`src/common/motion_config.svh`:
```
`ifndef MOTION_CONFIG_SVH
`define MOTION_CONFIG_SVH

// channel counts
`define N_ENDSTOPS  4
`define N_SPEEDS    4
`define N_MOTORS    4

// datapath widths
`define POS_BITS    20
`define ACC_BITS    32   // accumulator and velocity

`define SYNC_STAGES 2    // endstop input synchronizer depth

`endif

```
`src/common/motion_pkg.sv`:
```
`default_nettype none

`include "motion_config.svh"

package motion_pkg;

    typedef logic signed [`ACC_BITS-1:0] vel_t;   // steps per 2^step_bit cycles
    typedef logic [`POS_BITS-1:0] pos_t;
    typedef logic [31:0] cnt_t;                    // cycle counts
    typedef logic [4:0] bit_sel_t;                 // accumulator bit index
    typedef logic [1:0] spd_sel_t;
    typedef logic [1:0] es_sel_t;

    typedef enum logic [1:0] {
        PS_IDLE,
        PS_PRE,
        PS_PULSE,
        PS_POST
    } pulse_state_t;

endpackage

`default_nettype wire

```
`src/common/motion_if.sv`:
```
`timescale 1ns/100ps
`default_nettype none

`include "motion_config.svh"

interface motion_if;

    logic [`N_ENDSTOPS-1:0] holds;    // endstop locked levels
    logic [`N_ENDSTOPS-1:0] es_stbs;  // one cycle on lock
    logic [`N_SPEEDS-1:0]   steps;    // one cycle step strobes
    logic [`N_SPEEDS-1:0]   dirs;

    modport es_src (
        output holds,
        output es_stbs
    );

    modport sp_src (
        output steps,
        output dirs
    );

    modport motor (
        input holds,
        input es_stbs,
        input steps,
        input dirs
    );

endinterface

`default_nettype wire

```
`src/endstops/endstop_filter.sv`:
```
`timescale 1ns/100ps
`default_nettype none

`include "motion_config.svh"

module endstop_filter (
    input  logic                   clk,
    input  logic                   rst_n,
    input  logic [`N_ENDSTOPS-1:0] es_in,
    input  motion_pkg::cnt_t       es_timeout,
    input  logic                   es_unlock,
    output logic [`N_ENDSTOPS-1:0] es_signal,
    output logic [`N_ENDSTOPS-1:0] es_locked,
    motion_if.es_src               bus
);
    import motion_pkg::*;

    genvar i;
    generate
        for (i = 0; i < `N_ENDSTOPS; i++) begin : g_ch
            logic [`SYNC_STAGES-1:0] sync;
            cnt_t cnt;           // consecutive high cycles
            logic lock;
            logic stb;
            logic sync_hi;
            logic lock_set;

            assign sync_hi  = sync[`SYNC_STAGES-1];
            assign lock_set = sync_hi && !lock && (cnt == es_timeout) && !es_unlock;

            always_ff @(posedge clk or negedge rst_n) begin
                if (!rst_n) begin
                    sync <= '0;
                    cnt  <= '0;
                    lock <= 1'b0;
                    stb  <= 1'b0;
                end else begin
                    sync <= {sync[`SYNC_STAGES-2:0], es_in[i]};
                    stb  <= lock_set;
                    if (es_unlock) begin
                        lock <= 1'b0;
                        cnt  <= '0;
                    end else if (!sync_hi) begin
                        cnt <= '0;            // bounce restarts the timeout
                    end else if (lock_set) begin
                        lock <= 1'b1;
                    end else if (!lock) begin
                        cnt <= cnt + 1'b1;
                    end
                end
            end

            assign es_signal[i]   = sync_hi;
            assign es_locked[i]   = lock;
            assign bus.holds[i]   = lock;
            assign bus.es_stbs[i] = stb;

            a_stb_on_lock: assert property (@(posedge clk) disable iff (!rst_n)
                stb |-> lock && !$past(lock));
        end
    endgenerate

endmodule

`default_nettype wire

```
`src/source/speed_integrator.sv`:
```
`timescale 1ns/100ps
`default_nettype none

`include "motion_config.svh"

module speed_integrator (
    input  logic                 clk,
    input  logic                 rst_n,
    input  logic                 load_speeds,
    input  motion_pkg::vel_t     vel,
    input  motion_pkg::bit_sel_t step_bit,
    output logic                 step,
    output logic                 dir
);
    import motion_pkg::*;

    vel_t v;      // loaded velocity
    vel_t acc;
    logic bit_q;  // selected bit, one cycle late

    always_ff @(posedge clk or negedge rst_n) begin
        if (!rst_n) begin
            v     <= '0;
            acc   <= '0;
            bit_q <= 1'b0;
            step  <= 1'b0;
        end else if (load_speeds) begin
            v     <= vel;
            acc   <= '0;
            bit_q <= 1'b0;
            step  <= 1'b0;
        end else begin
            acc   <= acc + v;
            bit_q <= acc[step_bit];
            step  <= acc[step_bit] ^ bit_q;  // any toggle is one crossing
        end
    end

    // negative velocity crosses zero at once, hence the rounding up
    assign dir = v[`ACC_BITS-1];

endmodule

`default_nettype wire

```
`src/motor/step_pulse_gen.sv`:
```
`timescale 1ns/100ps
`default_nettype none

module step_pulse_gen (
    input  logic             clk,
    input  logic             rst_n,
    input  logic             stb,
    input  logic             stb_dir,
    input  motion_pkg::cnt_t pre_n,
    input  motion_pkg::cnt_t pulse_n,
    input  motion_pkg::cnt_t post_n,
    output logic             idle,
    output logic             step,
    output logic             dir
);
    import motion_pkg::*;

    pulse_state_t state;
    cnt_t cnt;    // one based, each phase lasts at least a cycle

    always_ff @(posedge clk or negedge rst_n) begin
        if (!rst_n) begin
            state <= PS_IDLE;
            cnt   <= '0;
            step  <= 1'b0;
            dir   <= 1'b0;
        end else begin
            unique case (state)
                PS_IDLE: begin
                    if (stb) begin
                        dir   <= stb_dir;   // held for the whole pulse
                        cnt   <= 32'd1;
                        state <= PS_PRE;
                    end
                end
                PS_PRE: begin
                    if (cnt >= pre_n) begin
                        cnt   <= 32'd1;
                        step  <= 1'b1;
                        state <= PS_PULSE;
                    end else begin
                        cnt <= cnt + 1'b1;
                    end
                end
                PS_PULSE: begin
                    if (cnt >= pulse_n) begin
                        cnt   <= 32'd1;
                        step  <= 1'b0;
                        state <= PS_POST;
                    end else begin
                        cnt <= cnt + 1'b1;
                    end
                end
                PS_POST: begin
                    if (cnt >= post_n) begin
                        cnt   <= '0;
                        state <= PS_IDLE;
                    end else begin
                        cnt <= cnt + 1'b1;
                    end
                end
            endcase
        end
    end

    assign idle = (state == PS_IDLE);  // strobes elsewhere are dropped

    a_step_in_pulse: assert property (@(posedge clk) disable iff (!rst_n)
        step |-> state == PS_PULSE);

endmodule

`default_nettype wire

```
`src/motor/motor_channel.sv`:
```
`timescale 1ns/100ps
`default_nettype none

module motor_channel (
    input  logic                 clk,
    input  logic                 rst_n,
    motion_if.motor              bus,
    input  motion_pkg::spd_sel_t src_sel,
    input  motion_pkg::es_sel_t  es_sel,
    input  logic                 es_en,
    input  logic                 invert_dir,
    input  logic                 set_pos,
    input  motion_pkg::pos_t     pos_val,
    input  motion_pkg::cnt_t     pre_n,
    input  motion_pkg::cnt_t     pulse_n,
    input  motion_pkg::cnt_t     post_n,
    output logic                 step,
    output logic                 dir,
    output motion_pkg::pos_t     pos,
    output motion_pkg::pos_t     pos_hold
);

    logic sel_step;
    logic dir_eff;
    logic hold;
    logic hold_start;
    logic gen_idle;
    logic accept;

    assign sel_step   = bus.steps[src_sel];
    assign dir_eff    = bus.dirs[src_sel] ^ invert_dir;
    assign hold       = bus.holds[es_sel] & es_en;
    assign hold_start = bus.es_stbs[es_sel] & es_en;  // lock just rose
    assign accept     = sel_step & ~hold & gen_idle;

    step_pulse_gen u_pulse (
        .clk     (clk),
        .rst_n   (rst_n),
        .stb     (accept),
        .stb_dir (dir_eff),
        .pre_n   (pre_n),
        .pulse_n (pulse_n),
        .post_n  (post_n),
        .idle    (gen_idle),
        .step    (step),
        .dir     (dir)
    );

    always_ff @(posedge clk or negedge rst_n) begin
        if (!rst_n) begin
            pos      <= '0;
            pos_hold <= '0;
        end else begin
            if (set_pos) begin
                pos <= pos_val;
            end else if (accept) begin
                pos <= dir_eff ? pos - 1'b1 : pos + 1'b1;  // dir 1 counts down
            end
            if (hold_start) begin
                pos_hold <= pos;
            end
        end
    end

    a_pos_frozen: assert property (@(posedge clk) disable iff (!rst_n)
        hold && !set_pos |=> $stable(pos));

endmodule

`default_nettype wire

```
`src/source/motion_core.sv`:
```
`timescale 1ns/100ps
`default_nettype none

`include "motion_config.svh"

module motion_core (
    input  logic                                   clk,
    input  logic                                   rst_n,
    input  logic [`N_ENDSTOPS-1:0]                 es_in,
    input  motion_pkg::cnt_t                       es_timeout,
    input  logic                                   es_unlock,
    input  logic                                   load_speeds,
    input  motion_pkg::vel_t [`N_SPEEDS-1:0]       vel_flat,
    input  motion_pkg::bit_sel_t                   step_bit,
    input  motion_pkg::cnt_t                       pre_n,
    input  motion_pkg::cnt_t                       pulse_n,
    input  motion_pkg::cnt_t                       post_n,
    input  motion_pkg::spd_sel_t [`N_MOTORS-1:0]   src_sel_flat,
    input  motion_pkg::es_sel_t [`N_MOTORS-1:0]    es_sel_flat,
    input  logic [`N_MOTORS-1:0]                   es_en,
    input  logic [`N_MOTORS-1:0]                   invert_dir,
    input  logic [`N_MOTORS-1:0]                   motor_disable,
    input  logic                                   set_pos,
    input  logic [`N_MOTORS-1:0]                   set_pos_en,
    input  motion_pkg::pos_t                       pos_val,
    output logic [`N_ENDSTOPS-1:0]                 es_signal,
    output logic [`N_ENDSTOPS-1:0]                 es_locked,
    output logic [`N_MOTORS-1:0]                   mot_step,
    output logic [`N_MOTORS-1:0]                   mot_dir,
    output logic [`N_MOTORS-1:0]                   mot_enable,
    output motion_pkg::pos_t [`N_MOTORS-1:0]       pos_flat,
    output motion_pkg::pos_t [`N_MOTORS-1:0]       pos_hold_flat
);

    motion_if bus ();

    endstop_filter u_endstops (
        .clk        (clk),
        .rst_n      (rst_n),
        .es_in      (es_in),
        .es_timeout (es_timeout),
        .es_unlock  (es_unlock),
        .es_signal  (es_signal),
        .es_locked  (es_locked),
        .bus        (bus)
    );

    genvar s, m;
    generate
        for (s = 0; s < `N_SPEEDS; s++) begin : g_speed
            speed_integrator u_speed (
                .clk         (clk),
                .rst_n       (rst_n),
                .load_speeds (load_speeds),
                .vel         (vel_flat[s]),
                .step_bit    (step_bit),
                .step        (bus.steps[s]),
                .dir         (bus.dirs[s])
            );
        end

        for (m = 0; m < `N_MOTORS; m++) begin : g_motor
            motor_channel u_motor (
                .clk        (clk),
                .rst_n      (rst_n),
                .bus        (bus),
                .src_sel    (src_sel_flat[m]),
                .es_sel     (es_sel_flat[m]),
                .es_en      (es_en[m]),
                .invert_dir (invert_dir[m]),
                .set_pos    (set_pos & set_pos_en[m]),  // preset only selected motors
                .pos_val    (pos_val),
                .pre_n      (pre_n),
                .pulse_n    (pulse_n),
                .post_n     (post_n),
                .step       (mot_step[m]),
                .dir        (mot_dir[m]),
                .pos        (pos_flat[m]),
                .pos_hold   (pos_hold_flat[m])
            );
        end
    endgenerate

    assign mot_enable = ~motor_disable;  // driver enables are active high

endmodule

`default_nettype wire

```
`config.mk`:
```
export PLATFORM = sky130hd
export DESIGN_NAME = motion_core
export DESIGN_NICKNAME = d
export VERILOG_FILES = /design/src/common/motion_pkg.sv /design/src/common/motion_if.sv /design/src/endstops/endstop_filter.sv /design/src/source/speed_integrator.sv /design/src/motor/step_pulse_gen.sv /design/src/motor/motor_channel.sv /design/src/source/motion_core.sv
export VERILOG_INCLUDE_DIRS = /design/src /design/src/common
export SDC_FILE = /design/constraint.sdc
export NUM_CORES = 2
export LEC_CHECK = 0
export ABC_AREA = 1
export BUFFER_PORTS_ARGS = -buffer_cell sky130_fd_sc_hd__buf_4
export CAP_MARGIN = 40
export CORE_ASPECT_RATIO = 1.2
export CORE_MARGIN = 2
export CORE_UTILIZATION = 45
export DETAILED_ROUTE_END_ITERATION = 16
export GPL_TIMING_DRIVEN = 0
export SYNTH_ARGS = -nofsm -noshare
export SYNTH_HDL_FRONTEND = slang
export SYNTH_SLANG_ARGS = --single-unit
```
`constraint.sdc`:
```
create_clock -name clk -period 3.8 [get_ports clk]
set_input_delay 0.19 -clock clk [delete_from_list [all_inputs] [get_ports clk]]
set_output_delay 0.19 -clock clk [all_outputs]
set_load 0.05 [all_outputs]
```
==> results.sh <==
export IMPL_design_final_nets=9765
export IMPL_placeableCoreArea_sq_um=126000
export IMPL_worst_skew_late_latency_ps=730
export IMPL_max_clock_path_buffers=3
export IMPL_drive_above_1_share_pct=10.1
export IMPL_detail_route_drc_violations=0
export IMPL_grt_use_total_pct=33.7
export IMPL_timing_final_max_slew_violations=0
export IMPL_leading_area_contributor_after_synthesis="sky130_fd_sc_hd__dfrtp_1"
export IMPL_synth_main_ff_cell="sky130_fd_sc_hd__dfrtp_1"
export IMPL_tritoncts="built"
export IMPL_end_kind="flop"
export IMPL_drt_wirelength_per_cell_microns=21.1
export IMPL_pre_cts_slack_ps=-399
export IMPL_finalCritPeriodShare_pct=93.6
export IMPL_p_leak_nw=34.5
export IMPL_clkSinkCount=712
export IMPL_numCtsBuffers=86
export IMPL_dp_hpwl_microns=176000
export IMPL_clkTransAtPathRegs_ps=60
export IMPL_max_slew_worst_pin_slew_ps=995
export IMPL_flow_area_growth_from_synthesis_pct=19.1
export IMPL_postLayoutCoreUtil_pct=54.0
export IMPL_wl_microns=223000
export IMPL_yosys_cell_types_count=58
export IMPL_worst_ep_arrival_time_ps=4150
export IMPL_mappedNetlistNets=9000
export IMPL_synthesis_area_per_instance_sq_um=7.10
export IMPL_via_per_inst=5.54
export IMPL_placed_cells=10238
export IMPL_finalSetupViolations=0
export IMPL_postSynthRegisterBits=712
export IMPL_path_max_fanout=17
export IMPL_layout_commonest_cell="sky130_fd_sc_hd__nand2_1"
export IMPL_vdd_ir_drop_worst_mv=0.901
export IMPL_grt_pass1_wl_microns=336000
export IMPL_timing_fmax_mhz=281
export IMPL_postRouteAntennaNets=0
export IMPL_final_setup_worst_slack_ps=243
export IMPL_synth_async_reset_ratio_pct=100
export IMPL_synth_top_area_share_pct=31.1
export IMPL_result_of_the_run="completed"
export IMPL_synth_yosys_seq_area_share_pct=31.1
export IMPL_floorplan_die_height_microns=395
export IMPL_dieArea_sq_um=130000
export IMPL_p_per_area_nw_per_um2=563
export IMPL_grt_setup_unrepaired="no"
export IMPL_critical_path_required_ps=4390
export IMPL_first_global_vias=56763
export IMPL_detailedRoute_firstPassIterationCount=6
export IMPL_place_port_buffers=488
export IMPL_ys_top_cells_by_area="sky130_fd_sc_hd__dfrtp_1 31%, sky130_fd_sc_hd__nand2_1 15%, sky130_fd_sc_hd__ha_1 13%"
export IMPL_grt_antenna_before_repair=2
export IMPL_drv_cap=0
export IMPL_most_frequent_cells_in_the_layout="2323 x sky130_fd_sc_hd__nand2_1, 778 x sky130_fd_sc_hd__inv_1, 749 x sky130_fd_sc_hd__nor2_1"
export IMPL_largest_net_degree_at_the_start_of_global_routing=119
export IMPL_antennaDiodeCount=0
export IMPL_cts_htree_levels=3
export IMPL_min_period_ps=3560
export IMPL_max_slew_margin_pct=33.7
export IMPL_critPathLaunchType="flop"
export IMPL_netlist_area_sq_um=57300
export IMPL_place_congestion=0.986
export IMPL_synthCells=8066
export IMPL_finalHoldViolCount=0
export IMPL_drtIter0Drc=4438
export IMPL_ys_warnings_count=0
export IMPL_placementRows=143
export IMPL_worst_hold_path_type="primary input to async pin"
export IMPL_setup_worst_path_class="flop to flop"
export IMPL_initial_core_util_pct=45.3
export IMPL_die_w_microns=330
export IMPL_fin_worst_skew_ps=67.2
export IMPL_boundaryPins=502
export IMPL_clock_tree_root_cell="sky130_fd_sc_hd__clkbuf_16"
export IMPL_global_route_overflow_total=0
export IMPL_synth_edff_count=0
export IMPL_stdcell_count=10570
export IMPL_whs_ps=16.0
export IMPL_dr_total_vias=58541
## cells by family after synthesis
group / count (synthesis) / synth area share (%)
AOI/OAI and AO/OA: 1326 / 12.8
xor gates and xnor gates: 322 / 4.92
adders and majority gates: 612 / 13.5
buffers and inverters: 1011 / 7.02
DFF: 712 / 31.1
muxes: 60 / 1.18
and+or+nand+nor: 4023 / 29.5
## critical path, cell delays in order (launching register included)
cell                         delay (ps)
sky130_fd_sc_hd__dfrtp_1            550
sky130_fd_sc_hd__inv_1              200
sky130_fd_sc_hd__o211ai_1           200
sky130_fd_sc_hd__nand2_1            120
sky130_fd_sc_hd__xor2_2             250
sky130_fd_sc_hd__clkinvlp_4         120
sky130_fd_sc_hd__buf_4              210
sky130_fd_sc_hd__ha_1               360
sky130_fd_sc_hd__nand3_1             90
sky130_fd_sc_hd__nand2_1            130
sky130_fd_sc_hd__a21boi_0           180
sky130_fd_sc_hd__o21ai_0            390
sky130_fd_sc_hd__nand2_1            170
sky130_fd_sc_hd__o21ai_0            250
sky130_fd_sc_hd__nand2_1             80
sky130_fd_sc_hd__nand2_1             60
sky130_fd_sc_hd__o21bai_1            60
## power by group
group          leakage, nW  total (mW)  internal, mW  switching [mW]
Sequential            9.25        10.9          9.14            1.79
Clock                 1.52        9.33          5.49            3.84
Combinational         23.7        18.2          5.88            12.3
Total                 34.5        38.4          20.5            17.9
## metal layers
layer,vias up,GRT usage [%],share of wire (%)
met5,-,0,0.0094
met4,4,14.4,4.4
met3,457,4.15,6.0
met2,1940,56.7,47
met1,27696,43.2,42
li1,28444,-,-
## state kept, by name (all words and copies together), names as in the netlist
| signal | cells |
|---|---|
| g_motor.u_motor.u_pulse.cnt | 128 |
| g_speed.u_speed.acc | 128 |
| g_speed.u_speed.v | 128 |
| u_endstops.g_ch.cnt | 128 |
| g_motor.u_motor.pos | 80 |
| g_motor.u_motor.pos_hold | 80 |
| g_motor.u_motor.u_pulse.state | 8 |
| u_endstops.g_ch.sync | 8 |
| g_motor.u_motor.u_pulse.dir | 4 |
| g_motor.u_motor.u_pulse.step | 4 |
| g_speed.u_speed.bit_q | 4 |
| g_speed.u_speed.step | 4 |
| u_endstops.g_ch.lock | 4 |
| u_endstops.g_ch.stb | 4 |
## through the flow
stage          setup TNS [ps]  area, sq um  total power [mW]
3_5_place_dp            -2820        63300              28.9
5_1_grt                     0        68300              40.8
4_1_cts                     0        68200              38.5
3_3_place_gp         -4340210        63000              28.7
6_report                    0        68300              38.4
2_1_floorplan               0        57300              22.8
## timing repair
item | in CTS | in global routing
gates resized for setup | 4 | 7
setup endpoints to repair | 15 | 27
setup buffers | 3 | 7
endpoints found under the hold margin | 291 | 0
hold buffers | 162 | 0
## worst paths after layout
check | start | to | slack (ps) | depth (start not counted)
min | rst_n | g_motor[3].u_motor.u_pulse.cnt[7] | 20 | 2
max in group asynchronous | rst_n | g_speed[0].u_speed.v[27] | 1750 | 5
min in group clk | set_pos_en[0] | g_motor[0].u_motor.pos[10] | 50 | 4
max | g_speed[2].u_speed.v[31] | g_motor[0].u_motor.pos[17] | 240 | 16
max reg2reg | g_speed[2].u_speed.v[31] | g_motor[0].u_motor.pos[17] | 240 | 16
min reg2reg | u_endstops.g_ch[3].sync[0] | u_endstops.g_ch[3].sync[1] | 350 | 0
## cell usage after synthesis (105+ instances only)
cell type                     n
sky130_fd_sc_hd__a21oi_1    513
sky130_fd_sc_hd__clkbuf_1   115
sky130_fd_sc_hd__dfrtp_1    712
sky130_fd_sc_hd__ha_1       604
sky130_fd_sc_hd__inv_1      781
sky130_fd_sc_hd__nand2_1   2323
sky130_fd_sc_hd__nand3_1    378
sky130_fd_sc_hd__nand4_1    174
sky130_fd_sc_hd__nor2_1     749
sky130_fd_sc_hd__nor3_1     219
sky130_fd_sc_hd__o21ai_0    491
sky130_fd_sc_hd__xnor2_1    105
sky130_fd_sc_hd__xor2_1     217
## layout make-up
cell class	count	area [sq um]
well taps	1667	2090
clock inverters	54	795
multi-input cells	6343	35500
fillers	12486	58200
clock buffers	106	2390
flip-flops and latches	712	17800
inverters	796	3010
plain buffers	215	1030
repair buffers	677	5640
(Power assumes the default switching activity.)
